`config.mk`:
```
export PLATFORM = sky130hd
export DESIGN_NAME = lsu
export DESIGN_NICKNAME = d
export VERILOG_FILES = /design/src/source/ooo_pkg.sv /design/src/source/lsu.sv /design/src/source/lsu_align.sv
export SDC_FILE = /design/constraint.sdc
export NUM_CORES = 1
export LEC_CHECK = 0
export BUFFER_PORTS_ARGS = -buffer_cell sky130_fd_sc_hd__buf_2
export CAP_MARGIN = 20
export CORE_MARGIN = 10
export CORE_UTILIZATION = 46
export CTS_BUF_LIST = sky130_fd_sc_hd__clkbuf_8 sky130_fd_sc_hd__clkbuf_16
export DETAILED_ROUTE_END_ITERATION = 12
export MAX_ROUTING_LAYER = met4
export PLACE_DENSITY = 0.87
export SETUP_SLACK_MARGIN = 0.1
export SLEW_MARGIN = 0
export SYNTH_ARGS = -nofsm -noshare
export SYNTH_HDL_FRONTEND = slang
export SYNTH_SLANG_ARGS = --single-unit
export TNS_END_PERCENT = 10
```
`constraint.sdc`:
```
create_clock -name clock -period 3.4 [get_ports clock]
set_clock_uncertainty 0.05 [all_clocks]
set_input_delay 0.68 -clock clock [delete_from_list [all_inputs] [get_ports clock]]
set_output_delay 0.68 -clock clock [all_outputs]
set_load 0.02 [all_outputs]
```
`src/source/ooo_pkg.sv`:
```
`default_nettype none

package ooo_pkg;

  // scoreboard and RAM geometry
  localparam int ScoreboardIndex = 4;
  localparam int RamWords = 1024;
  localparam int RamIndexBits = $clog2(RamWords);
  localparam logic [31:0] RamBase = 32'h8000_0000;

  typedef logic [31:0] addr_t;
  typedef logic [31:0] data_t;
  typedef logic [3:0] strb_t;  // one bit per byte lane
  typedef logic [1:0] size_t;  // 0 byte, 1 half, 2 word
  typedef logic [ScoreboardIndex-1:0] sb_idx_t;
  typedef logic [RamIndexBits-1:0] ram_idx_t;

  // request from execute
  typedef struct packed {
    addr_t   addr;
    size_t   size;
    logic    sext;   // 1 sign-extends byte/half loads
    logic    write;
    data_t   wdata;  // unshifted, low lanes
    sb_idx_t idx;
  } lsu_req_t;

  // read address + read data, master side
  typedef struct packed {
    addr_t      araddr;
    logic [2:0] arsize;
    logic       arvalid;
    logic       rready;
  } axi_r_m2s_t;

  typedef struct packed {
    logic  arready;
    logic  rvalid;
    data_t rdata;
  } axi_r_s2m_t;

  // write address, write data, write response
  typedef struct packed {
    addr_t      awaddr;
    logic [2:0] awsize;
    logic       awvalid;
    data_t      wdata;
    strb_t      wstrb;
    logic       wvalid;
    logic       bready;
  } axi_w_m2s_t;

  typedef struct packed {
    logic awready;
    logic wready;
    logic bvalid;
  } axi_w_s2m_t;

endpackage

`default_nettype wire
```
`src/source/lsu.sv`:
```
`default_nettype none

module lsu (
  input  logic                clock,
  input  logic                reset,
  input  ooo_pkg::lsu_req_t   req,
  input  logic                req_valid,
  output logic                req_ready,
  input  logic                commit_lsu,
  output logic                res_valid,
  output ooo_pkg::data_t      res_rdata,
  output ooo_pkg::sb_idx_t    res_idx,
  output ooo_pkg::axi_r_m2s_t r_m2s,
  input  ooo_pkg::axi_r_s2m_t r_s2m,
  output ooo_pkg::axi_w_m2s_t w_m2s,
  input  ooo_pkg::axi_w_s2m_t w_s2m
);
  import ooo_pkg::*;

  typedef enum logic [1:0] {
    IDLE,
    WAIT_LOAD,
    WAIT_STORE,
    EXEC
  } state_t;

  state_t state;
  state_t state_next;

  logic accept;
  logic issue_load;   // read channel starts next cycle
  logic issue_store;  // write channels start next cycle
  logic load_back;
  logic done;

  data_t wr_data;
  strb_t wr_strb;
  data_t rd_value;

  // request held for the bus
  addr_t addr_q;
  size_t size_q;
  logic  sext_q;
  data_t wdata_q;
  strb_t strb_q;

  logic arvalid_q;
  logic rready_q;
  logic awvalid_q;
  logic wvalid_q;
  logic bready_q;

  assign req_ready = (state == IDLE);
  assign accept = req_valid && req_ready;

  assign issue_load = (accept && commit_lsu && !req.write)
                    || (state == WAIT_LOAD && commit_lsu);
  assign issue_store = (accept && commit_lsu && req.write)
                     || (state == WAIT_STORE && commit_lsu);

  assign load_back = (state == EXEC) && r_s2m.rvalid;
  assign done = (state == EXEC) && (r_s2m.rvalid || w_s2m.bvalid);

  lsu_align align_inst (
    .req_addr  (req.addr),
    .req_size  (req.size),
    .req_wdata (req.wdata),
    .rd_word   (r_s2m.rdata),
    .rd_offset (addr_q[1:0]),
    .rd_size   (size_q),
    .rd_sext   (sext_q),
    .wr_data   (wr_data),
    .wr_strb   (wr_strb),
    .rd_value  (rd_value)
  );

  always_ff @(posedge clock) begin
    if (reset) begin
      state <= IDLE;
    end else begin
      state <= state_next;
    end
  end

  always_comb begin
    state_next = state;
    case (state)
      IDLE: begin
        if (accept) begin
          if (commit_lsu) begin
            state_next = EXEC;
          end else if (req.write) begin
            state_next = WAIT_STORE;
          end else begin
            state_next = WAIT_LOAD;
          end
        end
      end
      WAIT_LOAD, WAIT_STORE: begin
        if (commit_lsu) begin
          state_next = EXEC;
        end
      end
      EXEC: begin
        if (done) begin
          state_next = IDLE;
        end
      end
      default: state_next = IDLE;
    endcase
  end

  // payload, captured at acceptance
  always_ff @(posedge clock) begin
    if (accept) begin
      addr_q  <= req.addr;
      size_q  <= req.size;
      sext_q  <= req.sext;
      wdata_q <= wr_data;
      strb_q  <= wr_strb;
      res_idx <= req.idx;
    end
    if (load_back) begin
      res_rdata <= rd_value;
    end
  end

  always_ff @(posedge clock) begin
    if (reset) begin
      res_valid <= 1'b0;
      arvalid_q <= 1'b0;
      rready_q  <= 1'b0;
      awvalid_q <= 1'b0;
      wvalid_q  <= 1'b0;
      bready_q  <= 1'b0;
    end else begin
      // stores report on commit, loads on data
      res_valid <= issue_store || load_back;

      if (issue_load) begin
        arvalid_q <= 1'b1;
        rready_q  <= 1'b1;
      end else begin
        if (r_s2m.arready) begin
          arvalid_q <= 1'b0;
        end
        if (r_s2m.rvalid) begin
          rready_q <= 1'b0;
        end
      end

      if (issue_store) begin
        awvalid_q <= 1'b1;
        wvalid_q  <= 1'b1;
        bready_q  <= 1'b1;
      end else begin
        if (w_s2m.awready) begin
          awvalid_q <= 1'b0;
        end
        if (w_s2m.wready) begin
          wvalid_q <= 1'b0;
        end
        if (w_s2m.bvalid) begin
          bready_q <= 1'b0;
        end
      end
    end
  end

  always_comb begin
    r_m2s.araddr  = addr_q;
    r_m2s.arsize  = {1'b0, size_q};
    r_m2s.arvalid = arvalid_q;
    r_m2s.rready  = rready_q;
    w_m2s.awaddr  = addr_q;
    w_m2s.awsize  = {1'b0, size_q};
    w_m2s.awvalid = awvalid_q;
    w_m2s.wdata   = wdata_q;  // already lane-shifted
    w_m2s.wstrb   = strb_q;
    w_m2s.wvalid  = wvalid_q;
    w_m2s.bready  = bready_q;
  end

endmodule

`default_nettype wire

```
`src/source/lsu_align.sv`:
```
`default_nettype none

module lsu_align (
  input  ooo_pkg::addr_t req_addr,
  input  ooo_pkg::size_t req_size,
  input  ooo_pkg::data_t req_wdata,
  input  ooo_pkg::data_t rd_word,
  input  logic [1:0]     rd_offset,
  input  ooo_pkg::size_t rd_size,
  input  logic           rd_sext,
  output ooo_pkg::data_t wr_data,
  output ooo_pkg::strb_t wr_strb,
  output ooo_pkg::data_t rd_value
);
  import ooo_pkg::*;

  strb_t strb_base;  // lane pattern before shift
  data_t rd_shifted;

  always_comb begin
    case (req_size)
      2'd0: strb_base = 4'b0001;
      2'd1: strb_base = 4'b0011;
      2'd2: strb_base = 4'b1111;
      default: strb_base = 4'b0000;  // size 3 writes nothing
    endcase
  end

  // move store data and strobe up to the addressed lane
  assign wr_strb = strb_base << req_addr[1:0];
  assign wr_data = req_wdata << {req_addr[1:0], 3'b000};

  // bring the addressed lane down to bit 0
  assign rd_shifted = rd_word >> {rd_offset, 3'b000};

  always_comb begin
    case (rd_size)
      2'd0: begin
        if (rd_sext) begin
          rd_value = {{24{rd_shifted[7]}}, rd_shifted[7:0]};
        end else begin
          rd_value = {24'b0, rd_shifted[7:0]};
        end
      end
      2'd1: begin
        if (rd_sext) begin
          rd_value = {{16{rd_shifted[15]}}, rd_shifted[15:0]};
        end else begin
          rd_value = {16'b0, rd_shifted[15:0]};
        end
      end
      default: rd_value = rd_shifted;  // full word
    endcase
  end

endmodule

`default_nettype wire

```
==> results of run 1 <==
==> power by group <==
group	total (W)	switching [W]	internal [W]
Clock	0.00172	0.000591	0.00113
Combinational	0.00131	0.000884	0.000426
Sequential	0.00199	0.000114	0.00188
==> layout make-up <==
type / instances / area share, %
Tap cell: 140 / 2.53
Antenna cell: 1 / 0.0361
Sequential cell: 115 / 48.6
Inverter: 9 / 0.487
Multi-Input combinational cell: 214 / 20.8
Clock buffer: 17 / 6.13
Clock inverter: 14 / 2.13
Timing Repair Buffer: 264 / 19.2
==> synthesized netlist by cell type, types with 2 or more instances <==
library cell,instances
buf_6,2
o21ai_2,2
a211oi_1,15
buf_4,42
a21oi_1,30
buf_2,6
nand2_1,27
mux2i_1,36
o21ai_0,21
and2_1,17
buf_1,3
nor2b_1,17
inv_1,9
edfxtp_1,107
dfxtp_1,8
o22ai_1,3
nor2_1,14
nand2b_1,8
and2b_1,2
clkbuf_1,5
ha_1,6
==> worst paths after layout <==
path / depth (start not counted) / to / slack (ps)
hold / removal: 1 / addr_q[4] / 400
setup reg to reg: 4 / res_rdata[19] / 1290
hold reg to reg: 2 / arvalid_q / 420
setup / recovery: 1 / r_m2s[5] / 990
==> sequential cells by signal, indices dropped and copies added (netlist names) <==
register and cells:
sext_q 1, state 2, arvalid_q 1, strb_q 4, awvalid_q 1, res_valid 1
bready_q 1, wvalid_q 1, res_idx 4, rready_q 1, size_q 2, res_rdata 32
addr_q 32, wdata_q 32
==> cells by family after synthesis <==
group                      count (synthesis)
and+or+nand+nor                           89
xor gates and xnor gates                   1
muxes                                     38
buffers and inverters                     67
other                                      1
DFF                                      115
adders and majority gates                  6
AOI/OAI and AO/OA                         78
==> stage by stage <==
step           setup WS (ps)  utilization, %  std cells  hold WS [ps]
3_3_place_gp            1270            57.9        742           408
6_report                 994            63.1        774           398
2_1_floorplan            223               -        396           400
4_1_cts                  989            63.1        773           383
3_5_place_dp            1150            57.9        742           418
5_1_grt                  916            63.1        774           377
==> metal layers <==
| metal | global-route usage (%) | share of wire, % |
|---|---|---|
| met5 | - | 0 |
| met4 | 6.83 | 2.4 |
| met3 | 7.91 | 9.3 |
| met2 | 31.6 | 52 |
| met1 | 19.0 | 36 |
==> impl_metrics.csv, run 1 <==
group,metric,value,unit
setup_path,path_cells,"buf_2",
job,maxCapViolations,0,
pwr,peakVddDrop,0.000407,V
clocking,cts_max_level,4,
hold_path,hp-class,"input pin to register",
clocking,clock_latency,400,ps
routing,antenna_left,0,
clocking,cts_tree,"yes",
logic_synthesis,synthTopCellsByArea,"edfxtp_1 61%, mux2i_1 6.9%, buf_4 6.0%",
clocking,holdBufCountCts,0,
logic_synthesis,synthSimpleGateAreaFrac,8.86,%
layout,register_area,3370,sq um
setup_path,crit_start,"addr_q[0]",
logic_synthesis,synth.area.mux_share,7.38,%
layout,mostFrequentLayoutCell,"buf_2",
layout,layout_common_cells,"259 x buf_2, 107 x edfxtp_1, 36 x mux2i_1",
global_route,grt_max_degree,46,
routing,drt_first_pass_iters,4,
timing,rsz0062_at_grt,"false",
logic_synthesis,synthAdderAreaFrac,1.43,%
setup_path,path_class,"register to primary output",
routing,drtIter0Drc,328,
clocking,post-cts-setup-buffers,0,
die,die_w,127,microns
logic_synthesis,synth_edf_count,107,
global_route,antenna_found_initial,1,
clocking,cts_buffers,17,
place,dpl.hpwl,12000,microns
layout,stdcell_area,6930,sq um
run_status,status,"completed",
layout,drive_gt1_share,47.1,%
place,place.gp.congestion,0.843,
die,die-area,16100,sq um
logic_synthesis,yosysWarnings,0,
pwr,p_leak,3.08,nW
routing,drc,0,
clocking,clock_sinks,115,
die,pin_count,262,
layout,layout.nets,740,
die,core,11000,sq um
place,place_area,6360,sq um
layout,area_growth,32.3,%
setup_path,crit_family,"flip-flops",
setup_path,cp_slowest_cell,"edfxtp_1",
setup_path,cp.required,2670,ps
clocking,root_buffer,"clkbuf_16",
pwr,finalPower,0.00502,W
timing,post-route-period-util,70.8,%
setup_path,crit_path_max_fanout,26,
layout,fillers,867,
setup_path,worstReg2RegStart,"addr_q[0]",
logic_synthesis,ys_seq_area_share,64.4,%
timing,fmax,0.416,GHz
logic_synthesis,async_flop_share,0,%
logic_synthesis,synth_top_family_by_area,"compound AO/OA/AOI/OAI gates",
routing,wire_per_inst,19.7,microns
die,fp.dieH,127,microns
setup_path,crit_buf_inv,1,
logic_synthesis,synth_cells,395,
logic_synthesis,yosysUniqueCellTypes,36,
routing,via_per_inst,5.11,
routing,vias,3958,
timing,hold_violations,0,
hold_path,holdCritStartpoint,"req[44]",
timing,tightest_slew,933,ps
logic_synthesis,syn_area,5240,sq um
logic_synthesis,yosys.area_share.xor_xnor,0.167,%
setup_path,cp_data_arrival_time,1680,ps
die,start_util,47.7,%
setup_path,cp-end-kind,"primary output",
routing,wl,15200,microns
place,numPortBuffers,259,
pwr,power.density,724,nW/um^2
global_route,grt.overflow.total,0,
clocking,clockBufferDepth,2,
logic_synthesis,synth_area_per_cell,13.3,sq um
logic_synthesis,synth_compound_gate_area_share,9.50,%
global_route,grt_pass1_wl,22800,microns
global_route,grt_usage,18.7,%
setup_path,cp-start-kind,"register",
clocking,clkTransAtPathRegs,50,ps
logic_synthesis,ys.flop_type,"edfxtp_1",
timing,fin_crit,2410,ps
clocking,cts.repair.resized,0,
global_route,grt_pass1_vias,4192,
timing,finalSetupTns,0,ps
die,rows,38,
timing,maxSlewViolCount,0,
timing,slew_headroom,37.8,%
logic_synthesis,synth_seq_cells,115,
logic_synthesis,yosys.area.top_type_share,61.3,%
logic_synthesis,post-synth-top-area-cell,"edfxtp_1",
timing,setup_viol,0,
setup_path,critPathMaxStageDelay,960,ps
layout,multi_input_area,1440,sq um
(Power assumes the default switching activity.)
==> run 2, diff against run 1 <==
- clock period: 3.4 -> 2.34 ns (I/O delays scaled with it)
==> impl_metrics.csv, run 2 (synthesized netlist as in run 1, its figures left out) <==
group,metric,value,unit
timing,setup_ws,285,ps
die,fp.dieH,127,microns
pwr,intPower,0.00495,W
setup_path,cp.required,2390,ps
setup_path,cp-end-kind,"register",
pwr,clkPwrFrac,34.2,%
die,core,11000,sq um
layout,stdcell_area,7000,sq um
place,numPortBuffers,259,
layout,utilization,63.7,%
routing,drtIter0Drc,331,
layout,drive_gt1_share,48.4,%
timing,slew_headroom,51.9,%
clocking,clkTransAtPathRegs,60,ps
clocking,cts_tree,"yes",
global_route,grt.overflow.total,0,
global_route,grt_usage,19.3,%
place,pre_cts_ws,299,ps
routing,antenna_left,0,
hold_path,hp-class,"input pin to register",
clocking,cts_buffers,17,
layout,mostFrequentLayoutCell,"buf_2",
pwr,finalPower,0.00734,W
setup_path,path_class,"register to register",
clocking,clock_latency,400,ps
timing,rsz0062_at_grt,"false",
setup_path,reg2reg_slack,290,ps
clocking,root_buffer,"clkbuf_16",
global_route,grt_max_degree,73,
routing,wl,15500,microns
place,place.gp.congestion,0.813,
timing,fmax,0.487,GHz
pwr,p_sw,0.00240,W
pwr,power.share.switching,32.6,%
run_status,status,"completed",
die,start_util,47.7,%
clocking,post-cts-setup-buffers,0,
pwr,peakVddDrop,0.000678,V
clocking,clock_sinks,115,
pwr,power.density,1050,nW/um^2
timing,post-route-period-util,87.8,%
layout,layout.nets,744,
timing,fin_crit,2050,ps
setup_path,r2r-end,"res_rdata[20]",
pwr,pwr-share-comb,26.6,%
setup_path,crit_path_max_fanout,23,
layout,top_regs,"addr_q: 32 flops, res_rdata: 32 flops, wdata_q: 32 flops",
layout,area_growth,33.5,%
job,maxCapViolations,0,
clocking,cts.repair.resized,0,
die,rows,38,
layout,layout_common_cells,"259 x buf_2, 107 x edfxtp_1, 35 x mux2i_1",
routing,vias,3995,
place,place_area,6400,sq um
die,pin_count,262,
clocking,clockBufferDepth,2,
setup_path,cp_data_arrival_time,2100,ps
timing,finalSetupTns,0,ps
timing,maxSlewViolCount,0,
timing,setup_viol,0,
setup_path,reg2regPathDepth,5,
routing,via_per_inst,5.12,
global_route,antenna_found_initial,3,
timing,hold_violations,0,
setup_path,crit_end,"res_rdata[20]",
pwr,seqPwrFrac,39.2,%
routing,drc,0,
setup_path,worstReg2RegStart,"addr_q[1]",
hold_path,holdCritStartpoint,"req[52]",
pwr,p_leak,3.10,nW
setup_path,crit_start,"addr_q[1]",
global_route,grt_pass1_vias,4362,
routing,wire_per_inst,19.9,microns
clocking,cts_max_level,4,
timing,tightest_slew,721,ps
die,die_w,127,microns
clocking,holdBufCountCts,0,
place,dpl.hpwl,12300,microns
die,die-area,16100,sq um
setup_path,cp-start-kind,"register",
global_route,grt_pass1_wl,23700,microns
routing,drt_first_pass_iters,5,
## run 2: changes by cell type in the layout (fill, tap and decap cells not counted), moves of 2 or more
cell	before	now
clkinv_4	1	6
buf_4	5	8
clkinv_1	3	0
inv_1	11	9
diode_2	1	3
inv_6	0	2
## run 2: layout make-up
type | count | area, sq um
Fill cell | 845 | 3990
Sequential cell | 115 | 3370
Antenna cell | 3 | 7.51
Inverter | 9 | 33.8
Timing Repair Buffer | 268 | 1380
Tap cell | 140 | 175
Multi-Input combinational cell | 214 | 1450
Clock inverter | 15 | 160
Clock buffer | 17 | 425
## run 2: worst max-delay path: stages, from the launching register on
cell and delay [ps]:
edfxtp_1 450, buf_4 330, mux2i_2 340, nand2_1 150, o311ai_4 230, o21ai_0 210
## run 2: power groups by stage
stage	clock, W	combinational [W]	sequential (W)
4_1_cts	0.00256	0.00198	0.00288
3_5_place_dp	0	0.00197	0.00292
5_1_grt	0.00265	0.00211	0.00292
2_1_floorplan	0	0.00102	0.00325
6_report	0.00251	0.00195	0.00288
3_3_place_gp	0	0.00191	0.00290
## run 2: metrics by stage
stage	hold WS (ps)	instances
3_5_place_dp	423	746
5_1_grt	171	781
2_1_floorplan	400	396
6_report	190	781
4_1_cts	175	778
3_3_place_gp	406	746
## run 2: worst min path at each step
stage | end | slack (ps) | depth (start not counted)
finish | addr_q[12] | 190 | 1
global route | addr_q[23] | 170 | 1
CTS | addr_q[23] | 170 | 1
detailed placement | rready_q | 420 | 2
global placement | bready_q | 410 | 2
floorplan | arvalid_q | 400 | 2
## run 2: layer usage
metal	routed length [microns]	part of all wire (%)	global-route usage (%)
met1	5460	35	19.3
met2	7910	51	32.2
met3	1950	13	9.95
met4	186	1.2	5.43
met5	0	0	-
==> run 3, diff against run 2 <==
- MAX_ROUTING_LAYER: met4 -> default
==> impl_metrics.csv, run 3 (synthesized netlist as in run 1, its figures left out) <==
group,metric,value,unit
run_status,status,"completed",
setup_path,cp.required,2390,ps
die,core,11000,sq um
routing,wire_per_inst,19.9,microns
clocking,cts_tree,"yes",
timing,slew_headroom,51.3,%
setup_path,reg2regPathDepth,5,
setup_path,critPathMaxStageDelay,440,ps
die,die-area,16100,sq um
routing,wl,15500,microns
timing,tightest_slew,731,ps
layout,stdcell_area,7000,sq um
hold_path,hold_depth,1,
die,pin_count,262,
setup_path,reg2reg_slack,290,ps
die,start_util,47.7,%
job,maxCapViolations,0,
routing,vias,4003,
timing,fmax,0.488,GHz
place,place_area,6400,sq um
clocking,clockBufferDepth,2,
hold_path,hp-class,"input pin to register",
routing,drt_first_pass_iters,5,
setup_path,cp_data_arrival_time,2100,ps
routing,drc,0,
timing,hold_violations,0,
setup_path,cp-start-kind,"register",
setup_path,r2r-end,"res_rdata[19]",
global_route,antenna_found_initial,3,
setup_path,path_cells,"buf_4, mux2i_2, nand2_1, o311ai_4, o21ai_0",
global_route,grt.overflow.total,0,
setup_path,crit_start,"addr_q[1]",
routing,via_per_inst,5.13,
global_route,grt_max_degree,73,
timing,maxSlewViolCount,0,
timing,fin_crit,2050,ps
place,place.gp.congestion,0.802,
clocking,root_buffer,"clkbuf_16",
layout,top_regs,"addr_q: 32 flops, res_rdata: 32 flops, wdata_q: 32 flops",
timing,post-route-period-util,87.5,%
place,dpl.hpwl,12300,microns
setup_path,cp-end-kind,"register",
setup_path,path_class,"register to register",
place,numPortBuffers,259,
setup_path,cp_slowest_cell,"edfxtp_1",
global_route,grt_usage,18.7,%
hold_path,min_to,"addr_q[12]",
timing,setup_viol,0,
setup_path,crit_family,"flip-flops",
setup_path,crit_buf_inv,1,
layout,layout_common_cells,"259 x buf_2, 107 x edfxtp_1, 35 x mux2i_1",
pwr,p_leak,3.10,nW
die,die_w,127,microns
setup_path,crit_path_max_fanout,23,
routing,drtIter0Drc,366,
layout,mostFrequentLayoutCell,"buf_2",
timing,rsz0062_at_grt,"false",
die,fp.dieH,127,microns
die,rows,38,
clocking,clock_latency,400,ps
setup_path,worstReg2RegStart,"addr_q[1]",
clocking,cts_max_level,4,
pwr,peakVddDrop,0.000678,V
global_route,grt_pass1_wl,23900,microns
pwr,power.density,1050,nW/um^2
clocking,clkTransAtPathRegs,60,ps
layout,layout.nets,744,
global_route,grt_pass1_vias,4344,
routing,antenna_left,0,
timing,finalSetupTns,0,ps
clocking,clock_sinks,115,
clocking,cts_buffers,17,
pwr,finalPower,0.00735,W
layout,drive_gt1_share,48.4,%
hold_path,holdCritStartpoint,"req[52]",
layout,area_growth,33.5,%
[run 3: cell count changes in the layout (fill, tap and decap cells not counted)]
cell / before / now
diode_2: 3 / 2
[run 3: cell type report]
class	instances	area (sq um)
antenna	2	5.00
clock buffer	17	425
clock inverter	15	160
fill	845	3990
inverter	9	33.8
multi-input combinational	214	1450
sequential	115	3370
tap	140	175
timing repair buffer	268	1380
[run 3: power by group]
group / switching [W] / total, W / internal (W) / leakage [nW]
clock: 0.000935 / 0.00251 / 0.00157 / 0.284
combinational: 0.00131 / 0.00196 / 0.000643 / 1.74
sequential: 0.000150 / 0.00288 / 0.00273 / 1.07
[run 3: worst max-delay path by stage]
stage / endpoint / cells after the start
2_1_floorplan: arvalid_q / 6
3_3_place_gp: res_rdata[16] / 4
3_5_place_dp: res_rdata[18] / 5
4_1_cts: res_rdata[23] / 5
5_1_grt: res_rdata[19] / 5
6_report: res_rdata[19] / 5
[run 3: what timing repair did]
action | in CTS | in global routing
buffers inserted | 0 | 0
endpoints found under the setup margin | 0 | 6
hold buffers | 0 | 0
resized for setup | 0 | 1
[run 3: worst reg2reg max path, delay by kind of cell (launching register included)]
kind                   cells  cell delay, ps
AOI/OAI and AO/OA          2             440
buffers and inverters      1             330
DFF                        1             440
muxes                      1             340
and+or+nand+nor            1             160
[run 3: stage by stage]
stage | hold WS, ps | std cells | worst slack, ps | utilization (%)
after floorplan | 400 | 396 | 377 | -
after global placement | 406 | 746 | 370 | 58.3
after detailed placement | 423 | 746 | 299 | 58.3
after CTS | 175 | 778 | 240 | 63.6
after global routing | 169 | 778 | 104 | 63.6
final | 189 | 780 | 293 | 63.7
[run 3: routing by layer]
layer / part of all wire, % / track usage, %
met5: 0.064 / 0
met3: 14 / 11.8
met1: 34 / 18.3
met2: 51 / 32.2
met4: 1.2 / 5.43
